$ cat src/lcd_defines.svh
//******************************
// Bus timing and wait lengths
// All values in clock cycles
//******************************
`ifndef LCD_DEFINES_SVH
`define LCD_DEFINES_SVH

// RS and data valid before enable rises
`define LCD_SETUP_CYCLES 2

// Enable high time
`define LCD_PULSE_CYCLES 4

// Enable low before next write may start
// Must be at least 2, one of these cycles carries done
`define LCD_HOLD_CYCLES 4

// Wait after reset before first command
// Short value for simulation, board builds use about 15 ms worth
`define LCD_POWERUP_CYCLES 20

// Extra wait after clear display command
// Clear needs about 1.6 ms on a real panel
`define LCD_CLEAR_CYCLES 20

`endif

$ cat src/lcd_pkg.sv
//******************************
// Shared types for the 1602 driver
// Byte, row, counter, FSM states
// Fixed row texts
//******************************
package lcd_pkg;

	typedef logic [7:0] lcdByte_t;      // Command or character code
	typedef logic [127:0] lcdRow_t;     // 16 chars, leftmost in top byte
	typedef logic [4:0] lcdCount_t;     // Page pair count, 0..16

	// Sequencer states
	typedef enum logic [2:0]
	{
		powerUp,
		initCmd,
		clearWait,
		rowAddr,
		rowChars,
		pageDone,
		idle
	} funcState_t;

	// Bus writer phases
	typedef enum logic [1:0]
	{
		busIdle,
		busSetup,
		busPulse,
		busHold
	} busState_t;

	localparam lcdRow_t ROW_TITLE = " Subscriptions: ";
	localparam lcdRow_t ROW_GREET1 = " I am OpenFPGA!!";
	localparam lcdRow_t ROW_GREET2 = "!!!!Welcome!!!! ";   // Padded to 16
	localparam logic [103:0] ROW_NUMBER_PREFIX = " My  Number: ";   // 13 chars

endpackage

$ cat src/lcd_textgen.sv
//******************************
// Row text source
// Page pair counter and the
// ASCII counter row
//******************************
`timescale 1ns/10ps

module lcd_textgen
(
	input  logic             CLOCK,
	input  logic             RST_n,
	input  logic             pageDone,    // End of page pulse
	input  logic             pageB,       // Ending page was B
	output lcd_pkg::lcdRow_t rowTitle,
	output lcd_pkg::lcdRow_t rowNumber,
	output lcd_pkg::lcdRow_t rowGreet1,
	output lcd_pkg::lcdRow_t rowGreet2
);
	import lcd_pkg::*;

	localparam lcdCount_t COUNT_MAX = 5'd16;
	localparam lcdByte_t ASCII_ZERO = 8'h30;
	localparam lcdByte_t ASCII_SPACE = 8'h20;

	lcdCount_t pageCount;
	logic [3:0] tensVal;
	logic [3:0] onesVal;
	lcdByte_t tensChar;
	lcdByte_t onesChar;

	// Advances once per A/B pair between pages
	always_ff @(posedge CLOCK or negedge RST_n)
	begin
		if (!RST_n)
			pageCount <= '0;
		else if (pageDone && pageB)
			pageCount <= (pageCount == COUNT_MAX) ? '0 : pageCount + 5'd1;
	end

	// Binary to two decimal digits for counts below 20
	always_comb
	begin
		if (pageCount >= 5'd10)
		begin
			tensVal = 4'd1;
			onesVal = 4'(pageCount - 5'd10);
		end
		else
		begin
			tensVal = 4'd0;
			onesVal = pageCount[3:0];
		end
	end

	assign tensChar = ASCII_ZERO + {4'b0000, tensVal};
	assign onesChar = ASCII_ZERO + {4'b0000, onesVal};

	assign rowNumber = {ROW_NUMBER_PREFIX, tensChar, onesChar, ASCII_SPACE};
	assign rowTitle = ROW_TITLE;     // Fixed rows
	assign rowGreet1 = ROW_GREET1;
	assign rowGreet2 = ROW_GREET2;

	countRange: assert property (@(posedge CLOCK) disable iff (!RST_n)
		pageCount <= COUNT_MAX)
		else $error("pageCount out of range: %0d", pageCount);

endmodule

$ cat src/lcd_funcmod.sv
//******************************
// Display sequencer FSM
// Power-up wait, init commands,
// page repaint, A/B alternation
//******************************
`timescale 1ns/10ps
`include "lcd_defines.svh"

module lcd_funcmod
(
	input  logic              CLOCK,
	input  logic              RST_n,
	input  logic              run,         // Checked in idle only
	input  lcd_pkg::lcdRow_t  rowTitle,    // Page A upper row
	input  lcd_pkg::lcdRow_t  rowNumber,   // Page A lower row
	input  lcd_pkg::lcdRow_t  rowGreet1,   // Page B upper row
	input  lcd_pkg::lcdRow_t  rowGreet2,   // Page B lower row
	input  logic              busDone,
	output logic              busStart,    // One-cycle write request
	output logic              busRs,
	output lcd_pkg::lcdByte_t busData,
	output logic              pageDone,    // One cycle after last write of a page
	output logic              pageB        // Current page is B
);
	import lcd_pkg::*;

	localparam int POWERUP = `LCD_POWERUP_CYCLES;
	localparam int CLEAR = `LCD_CLEAR_CYCLES;
	localparam int WAIT_MAX = (POWERUP > CLEAR) ? POWERUP : CLEAR;
	localparam int WAIT_W = $clog2(WAIT_MAX + 1);

	// DDRAM address commands
	localparam lcdByte_t CMD_LINE1 = 8'h80;
	localparam lcdByte_t CMD_LINE2 = 8'hC0;

	funcState_t funcState;
	logic [WAIT_W-1:0] waitCnt;    // Power-up and clear delays
	logic [1:0] initIdx;           // Init command on the bus
	logic [4:0] charIdx;           // Character on the bus, 0..15
	logic rowLow;                  // Painting lower row
	lcdRow_t curRow;
	logic [3:0] nextIdx;
	lcdByte_t nextChar;

	// Init sequence
	function automatic lcdByte_t initCmdByte(input logic [1:0] idx);
		case (idx)
			2'd0: initCmdByte = 8'h38;    // 8-bit bus, 2 lines, 5x8 font
			2'd1: initCmdByte = 8'h0C;    // Display on, no cursor
			2'd2: initCmdByte = 8'h06;    // Increment, no shift
			default: initCmdByte = 8'h01; // Clear display
		endcase
	endfunction

	// Row for current page and line
	always_comb
	begin
		if (pageB)
			curRow = rowLow ? rowGreet2 : rowGreet1;
		else
			curRow = rowLow ? rowNumber : rowTitle;
	end

	// Char index for next write, first char right after address
	assign nextIdx = (funcState == rowAddr) ? 4'd0 : charIdx[3:0] + 4'd1;
	assign nextChar = curRow[{4'd15 - nextIdx, 3'b000} +: 8];   // Top byte first

	assign pageDone = (funcState == lcd_pkg::pageDone);

	always_ff @(posedge CLOCK or negedge RST_n)
	begin
		if (!RST_n)
		begin
			funcState <= powerUp;
			waitCnt <= '0;
			initIdx <= '0;
			charIdx <= '0;
			rowLow <= 1'b0;
			pageB <= 1'b0;       // First page is A
			busStart <= 1'b0;
			busRs <= 1'b0;
			busData <= '0;
		end
		else
		begin
			busStart <= 1'b0;    // Pulse by default
			case (funcState)
				powerUp:
					if (waitCnt == WAIT_W'(POWERUP - 1))
					begin
						funcState <= initCmd;
						initIdx <= '0;
						busStart <= 1'b1;
						busRs <= 1'b0;
						busData <= initCmdByte(2'd0);
					end
					else
						waitCnt <= waitCnt + 1'b1;
				initCmd:
					if (busDone)
					begin
						if (initIdx == 2'd3)
						begin
							funcState <= clearWait;   // Clear is slow on the panel
							waitCnt <= '0;
						end
						else
						begin
							initIdx <= initIdx + 2'd1;
							busStart <= 1'b1;
							busData <= initCmdByte(initIdx + 2'd1);
						end
					end
				clearWait:
					if (waitCnt == WAIT_W'(CLEAR - 1))
						funcState <= idle;
					else
						waitCnt <= waitCnt + 1'b1;
				idle:
					if (run)
					begin
						funcState <= rowAddr;
						rowLow <= 1'b0;
						busStart <= 1'b1;
						busRs <= 1'b0;
						busData <= CMD_LINE1;
					end
				rowAddr:
					if (busDone)
					begin
						funcState <= rowChars;
						charIdx <= '0;
						busStart <= 1'b1;
						busRs <= 1'b1;
						busData <= nextChar;
					end
				rowChars:
					if (busDone)
					begin
						if (charIdx == 5'd15)
						begin
							if (rowLow)
								funcState <= lcd_pkg::pageDone;
							else
							begin
								// Move to lower row
								funcState <= rowAddr;
								rowLow <= 1'b1;
								busStart <= 1'b1;
								busRs <= 1'b0;
								busData <= CMD_LINE2;
							end
						end
						else
						begin
							charIdx <= charIdx + 5'd1;
							busStart <= 1'b1;
							busData <= nextChar;
						end
					end
				lcd_pkg::pageDone:
				begin
					pageB <= ~pageB;   // Other page next time
					funcState <= idle;
				end
				default:
					funcState <= powerUp;
			endcase
		end
	end

	// Char index stays inside the row
	charIdxRange: assert property (@(posedge CLOCK) disable iff (!RST_n)
		(funcState == rowChars) |-> (charIdx <= 5'd15))
		else $error("charIdx out of range: %0d", charIdx);

	// No bus traffic while the panel is settling
	noStartInWait: assert property (@(posedge CLOCK) disable iff (!RST_n)
		(funcState == powerUp || funcState == clearWait) |-> !busStart)
		else $error("busStart during wait state %s", funcState.name());

endmodule

$ cat src/lcd_buswriter.sv
//******************************
// Display bus write cycle
// Setup, enable pulse, hold,
// then a done pulse
//******************************
`timescale 1ns/10ps
`include "lcd_defines.svh"

module lcd_buswriter
(
	input  logic              CLOCK,
	input  logic              RST_n,
	input  logic              start,    // Accepted in busIdle only
	input  logic              rs,
	input  lcd_pkg::lcdByte_t data,
	output logic              done,     // Last cycle of the write
	output logic              LCD_RS,
	output logic              LCD_EN,
	output lcd_pkg::lcdByte_t LCD_D
);
	import lcd_pkg::*;

	localparam int SETUP = `LCD_SETUP_CYCLES;
	localparam int PULSE = `LCD_PULSE_CYCLES;
	localparam int HOLD = `LCD_HOLD_CYCLES;
	localparam int PHASE_MAX = (SETUP > PULSE) ? ((SETUP > HOLD) ? SETUP : HOLD)
		: ((PULSE > HOLD) ? PULSE : HOLD);
	localparam int PHASE_W = $clog2(PHASE_MAX + 1);

	busState_t busState;
	logic [PHASE_W-1:0] phaseCnt;
	logic phaseEnd;       // Last cycle of current phase

	// Hold phase is one short, the idle cycle with next start completes it
	always_comb
	begin
		case (busState)
			busSetup: phaseEnd = (phaseCnt == PHASE_W'(SETUP - 1));
			busPulse: phaseEnd = (phaseCnt == PHASE_W'(PULSE - 1));
			busHold:  phaseEnd = (phaseCnt == PHASE_W'(HOLD - 2));
			default:  phaseEnd = 1'b0;
		endcase
	end

	assign done = (busState == busHold) && phaseEnd;

	always_ff @(posedge CLOCK or negedge RST_n)
	begin
		if (!RST_n)
		begin
			busState <= busIdle;
			phaseCnt <= '0;
			LCD_EN <= 1'b0;
			LCD_RS <= 1'b0;
			LCD_D <= '0;
		end
		else
		begin
			case (busState)
				busIdle:
					if (start)
					begin
						busState <= busSetup;
						phaseCnt <= '0;
						LCD_RS <= rs;      // Held until next start
						LCD_D <= data;
					end
				busSetup:
					if (phaseEnd)
					begin
						busState <= busPulse;
						phaseCnt <= '0;
						LCD_EN <= 1'b1;    // Rises SETUP edges after start
					end
					else
						phaseCnt <= phaseCnt + 1'b1;
				busPulse:
					if (phaseEnd)
					begin
						busState <= busHold;
						phaseCnt <= '0;
						LCD_EN <= 1'b0;    // Panel latches on this fall
					end
					else
						phaseCnt <= phaseCnt + 1'b1;
				busHold:
					if (phaseEnd)
						busState <= busIdle;
					else
						phaseCnt <= phaseCnt + 1'b1;
				default:
					busState <= busIdle;
			endcase
		end
	end

	// Sequencer waits for done before the next write
	startWhenIdle: assert property (@(posedge CLOCK) disable iff (!RST_n)
		start |-> (busState == busIdle))
		else $error("start during write, state %s", busState.name());

	enPulseWidth: assert property (@(posedge CLOCK) disable iff (!RST_n)
		$rose(LCD_EN) |-> LCD_EN [*`LCD_PULSE_CYCLES] ##1 !LCD_EN)
		else $error("LCD_EN pulse width not %0d cycles", PULSE);

	// Bus lines frozen while enable is high
	busStableOnEn: assert property (@(posedge CLOCK) disable iff (!RST_n)
		LCD_EN |-> ($stable(LCD_RS) && $stable(LCD_D)))
		else $error("LCD_RS or LCD_D changed with LCD_EN high");

endmodule

$ cat src/lcd_basemod.sv
//******************************
// Top level of the 1602 driver
// Text generator, sequencer and
// bus writer wired to the pins
//******************************
`timescale 1ns/10ps

module lcd_basemod
(
	input  logic              CLOCK,
	input  logic              RST_n,
	input  logic              run,      // Level, allows new pages
	output logic              LCD_RS,   // High for data, low for command
	output logic              LCD_RW,
	output logic              LCD_EN,
	output lcd_pkg::lcdByte_t LCD_D
);
	import lcd_pkg::*;

	// Row texts to the sequencer
	lcdRow_t rowTitle;
	lcdRow_t rowNumber;
	lcdRow_t rowGreet1;
	lcdRow_t rowGreet2;

	logic pageDone;     // End of page pulse
	logic pageB;        // Page type level
	logic busStart;
	logic busRs;
	logic busDone;
	lcdByte_t busData;

	assign LCD_RW = 1'b0;   // Never read, busy flag unused

	lcd_textgen textGen
	(
		.CLOCK     (CLOCK),
		.RST_n     (RST_n),
		.pageDone  (pageDone),
		.pageB     (pageB),
		.rowTitle  (rowTitle),
		.rowNumber (rowNumber),
		.rowGreet1 (rowGreet1),
		.rowGreet2 (rowGreet2)
	);

	lcd_funcmod funcMod
	(
		.CLOCK     (CLOCK),
		.RST_n     (RST_n),
		.run       (run),
		.rowTitle  (rowTitle),
		.rowNumber (rowNumber),
		.rowGreet1 (rowGreet1),
		.rowGreet2 (rowGreet2),
		.busDone   (busDone),
		.busStart  (busStart),
		.busRs     (busRs),
		.busData   (busData),
		.pageDone  (pageDone),
		.pageB     (pageB)
	);

	lcd_buswriter busWriter
	(
		.CLOCK  (CLOCK),
		.RST_n  (RST_n),
		.start  (busStart),
		.rs     (busRs),
		.data   (busData),
		.done   (busDone),
		.LCD_RS (LCD_RS),
		.LCD_EN (LCD_EN),
		.LCD_D  (LCD_D)
	);

endmodule

$ cat config.mk
export PLATFORM = sky130hd
export DESIGN_NAME = lcd_basemod
export DESIGN_NICKNAME = d
export VERILOG_FILES = /design/src/lcd_pkg.sv /design/src/lcd_textgen.sv /design/src/lcd_funcmod.sv /design/src/lcd_buswriter.sv /design/src/lcd_basemod.sv
export VERILOG_INCLUDE_DIRS = /design/src
export SDC_FILE = /design/constraint.sdc
export NUM_CORES = 1
export LEC_CHECK = 0
export BUFFER_PORTS_ARGS = -buffer_cell sky130_fd_sc_hd__buf_2
export CORE_ASPECT_RATIO = 0.5
export CORE_MARGIN = 5
export CORE_UTILIZATION = 28
export DETAILED_ROUTE_END_ITERATION = 8
export PLACE_DENSITY = 0.42
export SLEW_MARGIN = 20
export SYNTH_ARGS = -nofsm -noshare
export SYNTH_HDL_FRONTEND = slang
export SYNTH_SLANG_ARGS = --single-unit
$ cat constraint.sdc
create_clock -name CLOCK -period 3 [get_ports CLOCK]
set_input_delay 0.75 -clock CLOCK [delete_from_list [all_inputs] [get_ports CLOCK]]
set_output_delay 0.75 -clock CLOCK [all_outputs]
set_load 0.005 [all_outputs]
==> metrics.txt <==
Post-CTS Setup Bufs=0; Placement Setup Slack=0.577 ns; Clock Skew=0.00781 ns; combinational cell fraction of total power=0.013; worst-margin pin slew=0.665 ns; max-cap viol count=0; CTS max path bufs=2; # rows=29; Tcrit/Tclk final=0.803; r2r setup slk=0.59 ns; EDFF count, synth=0; YS warnings=0; minimum clock period=2.41 ns; Routed Antenna Nets=0; Worst Setup Slack, final=0.590 ns; placer congestion estimate=0.853; detailed-route vias per instance=5.08; initial antenna violation count=0; syn_area_per_cell=8.51 µm²; vias in the first global route=2945; Critical Path Start=busWriter.busState[0]; final hold vios=0; Clock Sinks=47; Layout area overhead=12.8%; Placed Instances=590; Cell variety after synth=67; RSZ-0062 raised after global routing=false; via count=3039; Post-synth top flop=dfrtp_1; Core Box Area=12600 µm²; setup violators final=0; fin. max-slew vios=0; Clk Latency, worst-skew pair=0.30 ns; die height=89.8 µm; pwr/cell area=330 nW/µm²; nets@finish=457; fmax=415 MHz; Leakage=1.68 nW; root buf cell=clkbuf_16; max_slew headroom=0.553; Worst Hold Class=input pin to asynchronous set/reset pin; Async S/R FF share, synth=1.00; top-level port count=14; hold slack=0.415 ns; worst-path fanout max=10; CTS Hold Bufs=0; Final Util=0.320; GRT Resource Usage Total=0.131; Seq/Total Area, Yosys=0.330; Mapped Cells=419; Initial Util=0.284; Worst-path clk slew=0.07 ns; post-DP HPWL=7150 µm; 1st-iter DRT viols=189; most common cell after layout, fill and taps aside=nand2_1; worst vdd ir=0.248 mV; Reg power frac=0.477; clock group share of total power=0.510; TritonCTS clock tree=built; H-tree depth=2; Routed WL=9800 µm; total power=1.33 mW; fin cells=598; Routed wire per std cell=16.4 µm; Setup crit end kind=flop; Post-DP Area=3850 µm²; synthesized flop and latch total=47; 1st-pass router iterations=4; status=complete, no violations; Num CTS Buffers=5; GRT Residual Overflow=0; commonest non-fill, non-tap cells in the layout=nand2_1 (48), dfrtp_1 (47), o21ai_0 (36); Mapped Area=3560 µm²; Final Cell Area=4020 µm²; die width=170 µm; sw frac=0.221; Mapped Nets=449; critical path type=flop to flop; internal power=1.03 mW; Critical Path RT=3.18 ns; largest net degree at the start of global routing=48; share of cells above drive strength 1=0.131; antenna diode count=0; setup TNS=0 ns; r2r startpoint=busWriter.busState[0]; CP Launch Type=flop; die area=15200 µm²; NetSw=0.293 mW; port bufs=12; post_cts resized=0; global-route wire length before repair=16400 µm; crit path DAT=2.59 ns; post-route DRC violation count=0
-- final timing paths --
check                                             to  depth (start not counted)
worst min register to register    busWriter.LCD_D[2]                          2
worst max register to register    funcMod.busData[0]                          7
min in group CLOCK                busWriter.LCD_D[2]                          2
max in group asynchronous       textGen.pageCount[1]                          2
worst min-delay path              funcMod.charIdx[2]                          2
worst max-delay path              funcMod.busData[0]                          7
-- kinds of logic (layout without fill, tap and decap cells) --
kind of cell / count (synthesis) / after routing / synth area share
compound gates: 120 / 120 / 0.233
xor+xnor: 9 / 9 / 0.0221
fa+ha+maj: 27 / 27 / 0.0948
buf+inv: 51 / 60 / 0.0604
flops: 47 / 47 / 0.330
mux: 15 / 15 / 0.0460
other cells: 1 / 1 / 0.00105
simple gates: 149 / 149 / 0.213
-- power groups by stage --
stage                     Clock, mW  Combinational [mW]  Sequential (mW)
after floorplan                   0             0.00122            0.646
after global placement            0              0.0199            0.645
after detailed placement          0              0.0202            0.645
after CTS                     0.702              0.0202            0.633
after global routing          0.718              0.0220            0.633
final                         0.676              0.0178            0.633
-- cell usage after synthesis, drive strengths merged, types with 3 or more instances --
library cell | n | share of area
mux2 | 11 | 0.035
dfrtp | 47 | 0.33
nor2b | 9 | 0.016
and2 | 6 | 0.011
or4 | 3 | 0.0063
a211oi | 8 | 0.017
nor2 | 25 | 0.026
nor3 | 16 | 0.022
o31ai | 5 | 0.011
o21ai | 38 | 0.053
nand3 | 6 | 0.0084
o311ai | 4 | 0.015
o211ai | 8 | 0.017
o32a | 3 | 0.0088
inv | 23 | 0.024
a2111oi | 4 | 0.0098
a21oi | 17 | 0.024
clkbuf | 17 | 0.018
or3 | 3 | 0.0067
nand2 | 48 | 0.051
ha | 27 | 0.095
xor2 | 4 | 0.0098
a31oi | 9 | 0.016
buf | 11 | 0.018
xnor2 | 5 | 0.012
nor4 | 4 | 0.0070
nand2b | 9 | 0.016
nand4 | 3 | 0.0053
mux2i | 4 | 0.011
and3 | 5 | 0.0088
-- sequential cells by signal, summed over array words and instances (netlist names) --
| name | count |
|---|---|
| funcMod.busRs | 1 |
| busWriter.busState | 2 |
| funcMod.initIdx | 2 |
| funcMod.funcState | 3 |
| busWriter.LCD_RS | 1 |
| busWriter.LCD_D | 8 |
| funcMod.busStart | 1 |
| funcMod.busData | 8 |
| busWriter.phaseCnt | 3 |
| funcMod.charIdx | 5 |
| textGen.pageCount | 5 |
| funcMod.rowLow | 1 |
| funcMod.waitCnt | 5 |
| funcMod.pageB | 1 |
| busWriter.LCD_EN | 1 |
-- area by class of cell --
cell class | instances | area, µm²
fillers | 1348 | 8530
repair buffers | 29 | 200
well taps | 170 | 213
multi-input cells | 321 | 2170
clock buffers | 5 | 125
clock inverters | 3 | 46.3
inverters | 23 | 86.3
flip-flops and latches | 47 | 1180
-- worst max-delay path: stages, from the launching register on --
cell	delay (ns)
dfrtp_1	0.40
inv_1	0.09
ha_1	0.26
or2_4	0.28
or3_4	0.48
o22ai_4	0.38
nor2_1	0.08
a311o_1	0.32
-- routing by layer --
| layer | global-route usage | routed length (µm) | vias to the layer above |
|---|---|---|---|
| met5 | 0 | 0 | - |
| met4 | 0.0281 | 98 | 0 |
| met3 | 0.0228 | 411 | 8 |
| met2 | 0.193 | 4210 | 67 |
| met1 | 0.200 | 5080 | 1430 |
| li1 | - | - | 1534 |
Power figures use the tool's default switching activity.
